[config.mk]
export PLATFORM = sky130hd
export DESIGN_NAME = plruTracker
export DESIGN_NICKNAME = d
export VERILOG_FILES = /design/src/hdl/cacheGeomPkg.sv /design/src/hdl/plruTracker.sv
export SDC_FILE = /design/constraint.sdc
export NUM_CORES = 1
export LEC_CHECK = 0
export BUFFER_PORTS_ARGS = -buffer_cell sky130_fd_sc_hd__buf_2
export CAP_MARGIN = 20
export CORE_MARGIN = 2
export CORE_UTILIZATION = 62
export CTS_CLUSTER_DIAMETER = 80
export DETAILED_ROUTE_END_ITERATION = 8
export PLACE_DENSITY_LB_ADDON = 0.05
export SLEW_MARGIN = 10
export SYNTH_ARGS = -nofsm -noshare
export SYNTH_HDL_FRONTEND = slang
export SYNTH_SLANG_ARGS = --single-unit
[constraint.sdc]
create_clock -name clk -period 2.4 [get_ports clk]
set_clock_uncertainty 0.05 [all_clocks]
set_input_delay 0.12 -clock clk [delete_from_list [all_inputs] [get_ports clk]]
set_output_delay 0.12 -clock clk [all_outputs]
set_load 0.05 [all_outputs]
[src/hdl/cacheGeomPkg.sv]
package cacheGeomPkg;

    // fetch address width, also the physical address width
    localparam int addrWidth = 32;

    // the age tree in plruTracker is built for exactly four ways
    localparam int wayCount = 4;

    // 16-byte lines of four words
    localparam int wordsPerLine = 4;
    localparam int offsetBits = 4;

    typedef logic [31:0] instWord;

    // word 0 sits in the lowest bits
    typedef logic [127:0] cacheLine;

    // one-hot, one bit per way
    typedef logic [wayCount-1:0] wayVec;

    typedef logic [1:0] wayIndex;

endpackage

[src/hdl/plruTracker.sv]
`timescale 1ns/1ps

module plruTracker #(
    parameter int setBits = 6
) (
    input  logic                                 clk,
    input  logic                                 rst,
    input  logic [cacheGeomPkg::addrWidth-1:0]   lookupPc,
    input  logic                                 touchEn,
    input  cacheGeomPkg::wayIndex                touchWay,
    output cacheGeomPkg::wayIndex                victimWay
);

    localparam int setCount = 1 << setBits;

    // b0 picks the half, b1 and b2 the way inside each half
    logic [2:0]         ageBits [setCount];
    logic [2:0]         curAge;
    logic [setBits-1:0] lookupSet;

    assign lookupSet = lookupPc[cacheGeomPkg::offsetBits +: setBits];
    assign curAge    = ageBits[lookupSet];

    always_comb begin
        if (curAge[0]) begin
            victimWay = curAge[1] ? 2'd0 : 2'd1;
        end else begin
            victimWay = curAge[2] ? 2'd2 : 2'd3;
        end
    end

    always_ff @(posedge clk) begin
        if (rst) begin
            for (int s = 0; s < setCount; s++) begin
                ageBits[s] <= '0;
            end
        end else if (touchEn) begin
            case (touchWay)
                2'd0: ageBits[lookupSet][1:0] <= 2'b00;
                2'd1: ageBits[lookupSet][1:0] <= 2'b10;
                2'd2: begin
                    ageBits[lookupSet][0] <= 1'b1;
                    ageBits[lookupSet][2] <= 1'b0;
                end
                default: begin
                    ageBits[lookupSet][0] <= 1'b1;
                    ageBits[lookupSet][2] <= 1'b1;
                end
            endcase
        end
    end

endmodule

==> run summary <==
Wire per inst -> 26.73 um
Clock slew at reported path FFs -> 70 ps
F_max -> 0.3789 GHz
Top-count cell post-synth -> nor2_1
Synth Cell Area -> 10170 um^2
HP Start -> touchWay[1]
Crit path max-delay family -> compound AO/OA/AOI/OAI gates
Final HPWL DP -> 23100 um
Antenna violations before repair -> 1
Max stage delay cell, worst path -> or4_1
Post-synth EDFFs -> 192
Synth top area share -> 56.69%
Crit path time final -> 2639 ps
Biggest register -> ageBits
Area of the die -> 17450 um^2
Share of layout cells above drive strength 1 -> 27.23%
Max-slew headroom -> 58.33%
Required time worst endpoint -> 2230 ps
Avg Cell Area, Syn -> 10.73 um^2
Row cnt -> 46
Worst Hold End -> ageBits[7][0]
CTS tree -> yes
Final setup vio count -> 1
Crit path cell chain -> or3_1 > o211ai_1 > a22o_1 > a221o_1 > or4_1 > mux2_4 > buf_8
Critical path endpoint category -> output port
Ys Warns -> 0
Die H -> 132.1 um
Worst vdd rail ir drop -> 0.5585 mV
Synth top cells by count -> 201 x nor2_1, 192 x edfxtp_1, 67 x nand2_1, 67 x or2_2, 57 x clkbuf_1
Maxcap violations -> 0
DRC viols -> 0
RSZ-0062 raised after global routing -> true
Post-layout total power -> 7.823 mW
Final GP Congestion -> 1.030
Post-route cell area -> 11780 um^2
Sequential share of the synthesized area -> 56.69%
Leakage -> 4.290 nW
Gr usage total -> 38.76%
Number of global-route vias before repair -> 8200
PnR worst setup slack -> -239.2 ps
Worst hold path depth -> 3
Clk sinks -> 192
Status -> complete, but fails checks
Grt total ovfl -> 0
Critical Path AT -> 2470 ps
Synth area leaders -> edfxtp_1 57%, nor2_1 7.4%, or2_2 4.1%, a21o_1 2.8%, nor2b_1 2.6%
Die W -> 132.1 um
Hold buffers post-CTS -> 0
Hold Crit Class -> primary input to flip-flop
Post-DP Area -> 11060 um^2
Root Buffer -> clkbuf_16
Antenna Nets Post-Route -> 0
Inserted Clock Buffers -> 17
Maximum clock insertion buffer count -> 2
Fillers -> 1120
Routed vias -> 8321
Core Region -> 15940 um^2
Period Utilization, post-route -> 110.0%
H-tree levels -> 4
PwrDens -> 663.9 nW/um^2
Setup Crit Path Kind -> flip-flop to output port
Largest registers -> ageBits (192)
Least-Margin Pin Slew -> 623.8 ps
P&R area growth vs syn -> 15.84%
Syn Nets -> 985
Cell taking the most area after synthesis -> edfxtp_1
First-pass GRT wire length -> 49330 um
Final net count -> 1045
CP peak stage delay -> 410 ps
Post-synthesis cell type count -> 61
Startpoint types -> flip-flop
Flops & latches, synth -> 192
Vias per inst -> 6.721
DR pass1 iterations -> 6
Initial core utilization -> 63.80%
WL final -> 33090 um
IO Count -> 39
Max Slew Vio Count -> 0
Worst-path fanout max -> 1
Hold Vio Cnt, Final -> 0
DRT iter0 DRCs -> 1417
Failing checks -> negative setup slack
Buf/Inv on CP -> 1
Mapped Cells -> 948
Max reg flops -> 192
Synth Flop Type -> edfxtp_1
Synth async-reset ratio -> 0%
Largest net degree at the start of global routing -> 129
IO buf count -> 12
[kinds of logic (layout without fill, tap and decap cells)]
| group | Yosys count | in the layout | synth area share (%) |
|---|---|---|---|
| compound gates | 161 | 161 | 11.77 |
| other cells | 0 | 1 | 0 |
| flops | 192 | 192 | 56.69 |
| mux | 31 | 31 | 4.416 |
| buf+inv | 88 | 161 | 4.207 |
| simple gates | 476 | 476 | 22.92 |
[routing by layer]
layer | track usage [%] | wire [um] | vias to the layer above
met4 | 21.07 | 2000 | 0
met3 | 9.227 | 3954 | 148
met2 | 60.21 | 15390 | 673
met5 | 0 | 0 | -
met1 | 50.80 | 11750 | 3988
li1 | - | - | 3512
[cell usage in the layout, fill, tap and decap left out, types with 4 or more instances in the layout]
master / instances
nand3_1: 10
a21oi_1: 6
o21bai_1: 24
nor2b_1: 42
nor3_1: 7
or3_1: 4
nand3b_1: 4
or2_2: 67
o221ai_1: 21
edfxtp_1: 192
nor2_1: 200
nand2b_1: 29
mux2_2: 13
buf_4: 104
and3_1: 19
buf_2: 8
a21o_1: 38
and2_1: 6
nand2_1: 65
clkbuf_16: 17
o22ai_1: 34
o21ai_1: 4
mux2_1: 5
mux4_2: 9
buf_12: 9
[timing repair]
| action | in CTS | in global routing |
|---|---|---|
| setup buffers | 0 | 1 |
| pin swaps | 5 | 10 |
| gates cloned | 0 | 0 |
| resized for setup | 15 | 20 |
| setup endpoints to repair | 2 | 2 |
[how the worst max path moves through the flow]
stage / from / endpoint / slack [ps] / cells after the start
after CTS: ageBits[9][2] / victimWay[0] / -200 / 6
after global placement: lookupPc[6] / victimWay[0] / -400 / 9
final: ageBits[8][2] / victimWay[0] / -240 / 7
after global routing: ageBits[8][2] / victimWay[0] / -250 / 7
after floorplan: lookupPc[6] / victimWay[0] / 330 / 8
after detailed placement: lookupPc[6] / victimWay[0] / -380 / 10
[where the power goes]
group          internal (mW)  switching (mW)  leakage, nW
clock network           1.49            1.41        0.286
logic                  0.409           0.573         2.21
registers               3.86          0.0820         1.80
total                   5.76            2.06         4.29
[cell type report]
type | count | area [um^2] | share of cell area [%]
antenna | 1 | 2.502 | 0.02124
sequential | 192 | 5766 | 48.93
tap | 216 | 270.3 | 2.294
inverter | 6 | 22.52 | 0.1911
timing repair buffer | 123 | 1031 | 8.750
clock buffer | 17 | 425.4 | 3.610
multi-input combinational | 668 | 4090 | 34.71
clock inverter | 15 | 175.2 | 1.487
[per-stage QoR]
| step | TNS (ps) | worst slack (ps) | cells | hold slack, ps | utilization [%] |
|---|---|---|---|---|---|
| detailed placement | -567.4 | -381.1 | 1206 | 608.9 | 69.35 |
| CTS | -253.7 | -203.9 | 1238 | 156.6 | 73.39 |
| global route | -249.9 | -249.9 | 1238 | 179.2 | 73.91 |
| global placement | -572.3 | -398.2 | 1206 | 599.3 | 69.35 |
| finish | -239.2 | -239.2 | 1238 | 159.2 | 73.91 |
| floorplan | 0 | 325.1 | 948 | 325.1 | - |
(Power assumes the default switching activity.)
