===== config.mk =====
export PLATFORM = sky130hd
export DESIGN_NAME = fetchControl
export DESIGN_NICKNAME = d
export VERILOG_FILES = /design/src/hdl/cacheGeomPkg.sv /design/src/hdl/fetchCtrlPkg.sv /design/src/hdl/fetchControl.sv
export SDC_FILE = /design/constraint.sdc
export NUM_CORES = 1
export LEC_CHECK = 0
export BUFFER_PORTS_ARGS = -buffer_cell sky130_fd_sc_hd__buf_2
export CAP_MARGIN = 20
export CORE_UTILIZATION = 42
export CTS_CLUSTER_DIAMETER = 50
export DETAILED_ROUTE_END_ITERATION = 6
export GPL_ROUTABILITY_DRIVEN = 0
export PLACE_DENSITY = 0.85
export SLEW_MARGIN = 20
export SYNTH_ARGS = -nofsm -noshare
export SYNTH_HDL_FRONTEND = slang
export SYNTH_SLANG_ARGS = --single-unit

===== constraint.sdc =====
create_clock -name clk -period 2.6 [get_ports clk]
set_input_delay 0.39 -clock clk [delete_from_list [all_inputs] [get_ports clk]]
set_output_delay 0.39 -clock clk [all_outputs]
set_load 0.02 [all_outputs]

===== src/hdl/cacheGeomPkg.sv =====
package cacheGeomPkg;

    // fetch address width, also the physical address width
    localparam int addrWidth = 32;

    // the age tree in plruTracker is built for exactly four ways
    localparam int wayCount = 4;

    // 16-byte lines of four words
    localparam int wordsPerLine = 4;
    localparam int offsetBits = 4;

    typedef logic [31:0] instWord;

    // word 0 sits in the lowest bits
    typedef logic [127:0] cacheLine;

    // one-hot, one bit per way
    typedef logic [wayCount-1:0] wayVec;

    typedef logic [1:0] wayIndex;

endpackage


===== src/hdl/fetchCtrlPkg.sv =====
package fetchCtrlPkg;

    // sDiscard waits out a refill that a flush has cancelled
    typedef enum logic [1:0] {
        sLookup,
        sRefill,
        sDiscard
    } fetchState;

endpackage


===== src/hdl/fetchControl.sv =====
`timescale 1ns/1ps

module fetchControl #(
    parameter int setBits = 6
) (
    input  logic                                 clk,
    input  logic                                 rst,
    input  logic                                 fetchValid,
    input  logic [cacheGeomPkg::addrWidth-1:0]   fetchPc,
    input  logic                                 flush,
    input  cacheGeomPkg::wayVec                  hitWay,
    input  cacheGeomPkg::wayIndex                victimWay,
    input  logic                                 memRespValid,
    output logic [cacheGeomPkg::addrWidth-1:0]   lookupPc,
    output logic                                 lookupActive,
    output logic                                 fillEn,
    output logic                                 touchEn,
    output cacheGeomPkg::wayIndex                touchWay,
    output logic                                 instValid,
    output logic                                 busy,
    output logic                                 memReqValid,
    output logic [cacheGeomPkg::addrWidth-1:0]   memReqAddr
);

    localparam int tagBits = cacheGeomPkg::addrWidth - setBits - cacheGeomPkg::offsetBits;

    fetchCtrlPkg::fetchState state;
    fetchCtrlPkg::fetchState nextState;
    cacheGeomPkg::wayIndex   hitIndex;
    logic                    lookupHit;
    logic                    lookupMiss;

    always_ff @(posedge clk) begin
        if (rst) begin
            state <= fetchCtrlPkg::sLookup;
            lookupActive <= 1'b0;
        end else begin
            state <= nextState;
            lookupActive <= fetchValid;
        end
    end

    always_ff @(posedge clk) begin
        if (fetchValid) begin
            lookupPc <= fetchPc;
        end
    end

    assign lookupHit  = state == fetchCtrlPkg::sLookup && lookupActive && |hitWay;
    assign lookupMiss = state == fetchCtrlPkg::sLookup && lookupActive && !(|hitWay);

    // a miss that meets a flush is simply dropped
    assign memReqValid = lookupMiss && !flush;
    assign memReqAddr  = {lookupPc[cacheGeomPkg::addrWidth-1 -: tagBits],
                          lookupPc[cacheGeomPkg::offsetBits +: setBits],
                          {cacheGeomPkg::offsetBits{1'b0}}};
    assign busy = state != fetchCtrlPkg::sLookup || memReqValid;

    always_comb begin
        nextState = state;
        fillEn = 1'b0;
        case (state)
            fetchCtrlPkg::sLookup: begin
                if (memReqValid) begin
                    nextState = fetchCtrlPkg::sRefill;
                end
            end
            fetchCtrlPkg::sRefill: begin
                if (memRespValid) begin
                    nextState = fetchCtrlPkg::sLookup;
                    fillEn = !flush;
                end else if (flush) begin
                    nextState = fetchCtrlPkg::sDiscard;
                end
            end
            fetchCtrlPkg::sDiscard: begin
                if (memRespValid) begin
                    nextState = fetchCtrlPkg::sLookup;
                end
            end
            default: nextState = fetchCtrlPkg::sLookup;
        endcase
    end

    always_comb begin
        hitIndex = '0;
        for (int w = 0; w < cacheGeomPkg::wayCount; w++) begin
            if (hitWay[w]) begin
                hitIndex = cacheGeomPkg::wayIndex'(w);
            end
        end
    end

    // on a refill the returned word comes straight from the response line
    assign instValid = (lookupHit && !flush) || fillEn;
    assign touchEn   = lookupHit || fillEn;
    assign touchWay  = fillEn ? victimWay : hitIndex;

    assert property (@(posedge clk) disable iff (rst) busy |-> !fetchValid)
        else $error("fetchControl: fetch strobe while busy");

    assert property (@(posedge clk) disable iff (rst)
        memRespValid |-> state != fetchCtrlPkg::sLookup)
        else $error("fetchControl: memory response with no refill outstanding");

    assert property (@(posedge clk) disable iff (rst) $onehot0(hitWay))
        else $error("fetchControl: more than one way hits");

endmodule


==> metrics.md <==
| Metric | Value |
|---|---|
| RSZ-0062 raised after global routing | no |
| Core Area | 3150 um2 |
| Die Ht | 60.7 um |
| Ports | 115 |
| Syn Area/Cell | 15.7 um2 |
| Worst Hold Margin | 0.230 ns |
| Placed insts | 217 |
| DR iter-0 viols | 31 |
| Setup bufs post-CTS | 0 |
| Largest net degree at the start of global routing | 34 |
| Core Rows | 20 |
| Post-CTS Resized | 0 |
| DIE AREA | 3680 um2 |
| CTS tree | done |
| Final Max Slew Viols | 0 |
| Area delta synth->final | 29.4% |
| Bufs on Longest Clock Path | 2 |
| DP HPWL | 2230 um |
| Port Buffer Count | 110 |
| Worst-Margin Slew | 0.676 ns |
| Netlist cell types | 20 |
| Via/cell ratio | 4.40 |
| Fmax | 0.521 GHz |
| Hold-fix buffers at CTS | 0 |
| Final count of hold timing violations | 0 |
| Avg WL per Cell | 12.3 um |
| GRT Util Overall | 0.156 |
| Final setup skew | 0.0000267 ns |
| Startpoint class of the critical path | register |
| Ant diodes | 0 |
| Mapped Area | 1450 um2 |
| Clock root cell | clkbuf_4 |
| Vias in the first global route | 912 |
| CP arrival | 1.53 ns |
| H-tree levels | 2 |
| Clk slew on worst S/H paths | 0.09 ns |
| Peak VDD IR | 0.230 mV |
| Max Cap Viol | 0 |
| Yosys reg bits | 35 |
| GRT overflow | 0 |
| Layout Nets | 223 |
| Final Non-Filler Cells | 225 |
| Initial antenna violation count | 0 |
| Routed WL | 2770 um |
| Share of cells above drive strength 1 | 0.669 |
| Pre-antenna DRT Iters | 4 |
| Critical path required time | 2.21 ns |
| Total CTS buffers | 5 |
| Crit-path max FO | 7 |
| Fin crit share | 0.739 |
| LEAKAGE | 0.876 nW |
| Worst Setup End Kind | output port |
| Register area share after synthesis | 0.706 |
| Die width | 60.7 um |
| Period minus WS final | 1.92 ns |
| First-pass GRT wire length | 3880 um |
| Syn Inst Count | 92 |
| Later-pin clock latency in the skew report | 0.33 ns |
| Cell Pwr Density | 625 nW/um2 |
| Tightest Hold Check Type | input pin to register |
| WS Path Type | register to output port |
| Routed Antenna Nets | 0 |
| Fillers | 273 |
| Endpoints failing setup | 0 |
| Initial core utilization | 0.458 |
| Outcome | complete, no violations |
| Worst slew margin | 0.549 |
| Routed vias | 990 |
| Clock sinks | 35 |
| Remaining DRCs | 0 |
| Synth warnings | 0 |
| Setup TNS | 0 ns |
-- kinds of logic (layout without fill, tap and decap cells) --
family / count (synthesis) / after routing / synth area share
flops: 35 / 35 / 0.706
buf+inv: 35 / 121 / 0.174
simple gates: 14 / 14 / 0.0823
compound gates: 7 / 7 / 0.0346
other cells: 1 / 4 / 0.00259
-- metal layers --
metal | track usage | up-vias | routed length [um]
li1 | - | 466 | -
met1 | 0.124 | 445 | 863
met2 | 0.294 | 74 | 1460
met3 | 0.0661 | 5 | 381
met4 | 0.117 | 0 | 59
met5 | 0 | - | 0
-- critical path, cell delays in order (launching register included) --
cell      delay, ns
dfxtp_1        0.38
or3b_4         0.43
o21bai_4       0.12
and2b_1        0.12
buf_2          0.15
-- cell type report --
| class | count | area, um2 | share of cell area |
|---|---|---|---|
| inverters | 3 | 11.3 | 0.00602 |
| well taps | 44 | 55.1 | 0.0294 |
| flip-flops and latches | 35 | 1020 | 0.546 |
| multi-input cells | 25 | 184 | 0.0983 |
| repair buffers | 110 | 551 | 0.294 |
| clock inverters | 2 | 7.51 | 0.00401 |
| clock buffers | 6 | 41.3 | 0.0221 |
-- flip-flops by register name (all words and copies together) (netlist names) --
signal,count
lookupPc,32
state,2
lookupActive,1
-- power breakdown --
part	total [W]	internal (W)	switching [W]
registers	0.000677	0.000660	0.0000171
clock network	0.000257	0.0000999	0.000157
logic	0.000235	0.0000783	0.000156
-- synthesized netlist by cell type --
cell type	n	area share
nor3_1	2	0.0069
and3b_2	1	0.0069
dfxtp_1	3	0.042
nor2_1	1	0.0026
nor4_2	1	0.0087
or3b_4	1	0.0078
nor2b_1	2	0.0087
a21oi_1	3	0.010
and2b_1	1	0.0052
inv_1	3	0.0078
o21bai_4	1	0.013
buf_4	32	0.17
conb_1	1	0.0026
a31oi_1	1	0.0043
nor4_1	1	0.0043
o21ai_1	2	0.0069
and4bb_4	1	0.011
nor4_4	1	0.015
nand2_1	2	0.0052
edfxtp_1	32	0.66
-- worst paths after layout --
check	start	to	slack [ns]	depth (start not counted)
setup / recovery	state[1]	instValid	0.68	4
hold / removal	fetchPc[13]	lookupPc[13]	0.23	1
setup reg to reg	state[1]	state[1]	1.66	3
hold reg to reg	state[1]	state[0]	0.57	1
-- placed cells by master (no fill, tap or decap), types with 2 or more instances in the layout --
| cell | instances |
|---|---|
| clkinv_1 | 2 |
| nand2_1 | 2 |
| buf_2 | 110 |
| conb_1 | 4 |
| dfxtp_1 | 3 |
| inv_1 | 3 |
| clkbuf_4 | 5 |
| edfxtp_1 | 32 |
| nor3_1 | 2 |
| nor2b_1 | 2 |
| a21oi_1 | 3 |
| o21ai_1 | 2 |
-- per-stage QoR --
step / setup slack, ns / util / instance area, um2 / power, W
after global placement: 0.842 / 0.578 / 1820 / 0.000923
after detailed placement: 0.776 / 0.578 / 1820 / 0.000928
final: 0.679 / 0.593 / 1870 / 0.00117
after CTS: 0.659 / 0.593 / 1870 / 0.00119
after global routing: 0.602 / 0.593 / 1870 / 0.00122
after floorplan: 0.728 / - / 1460 / 0.000861
Note: power is estimated with default switching activity, not from simulation.
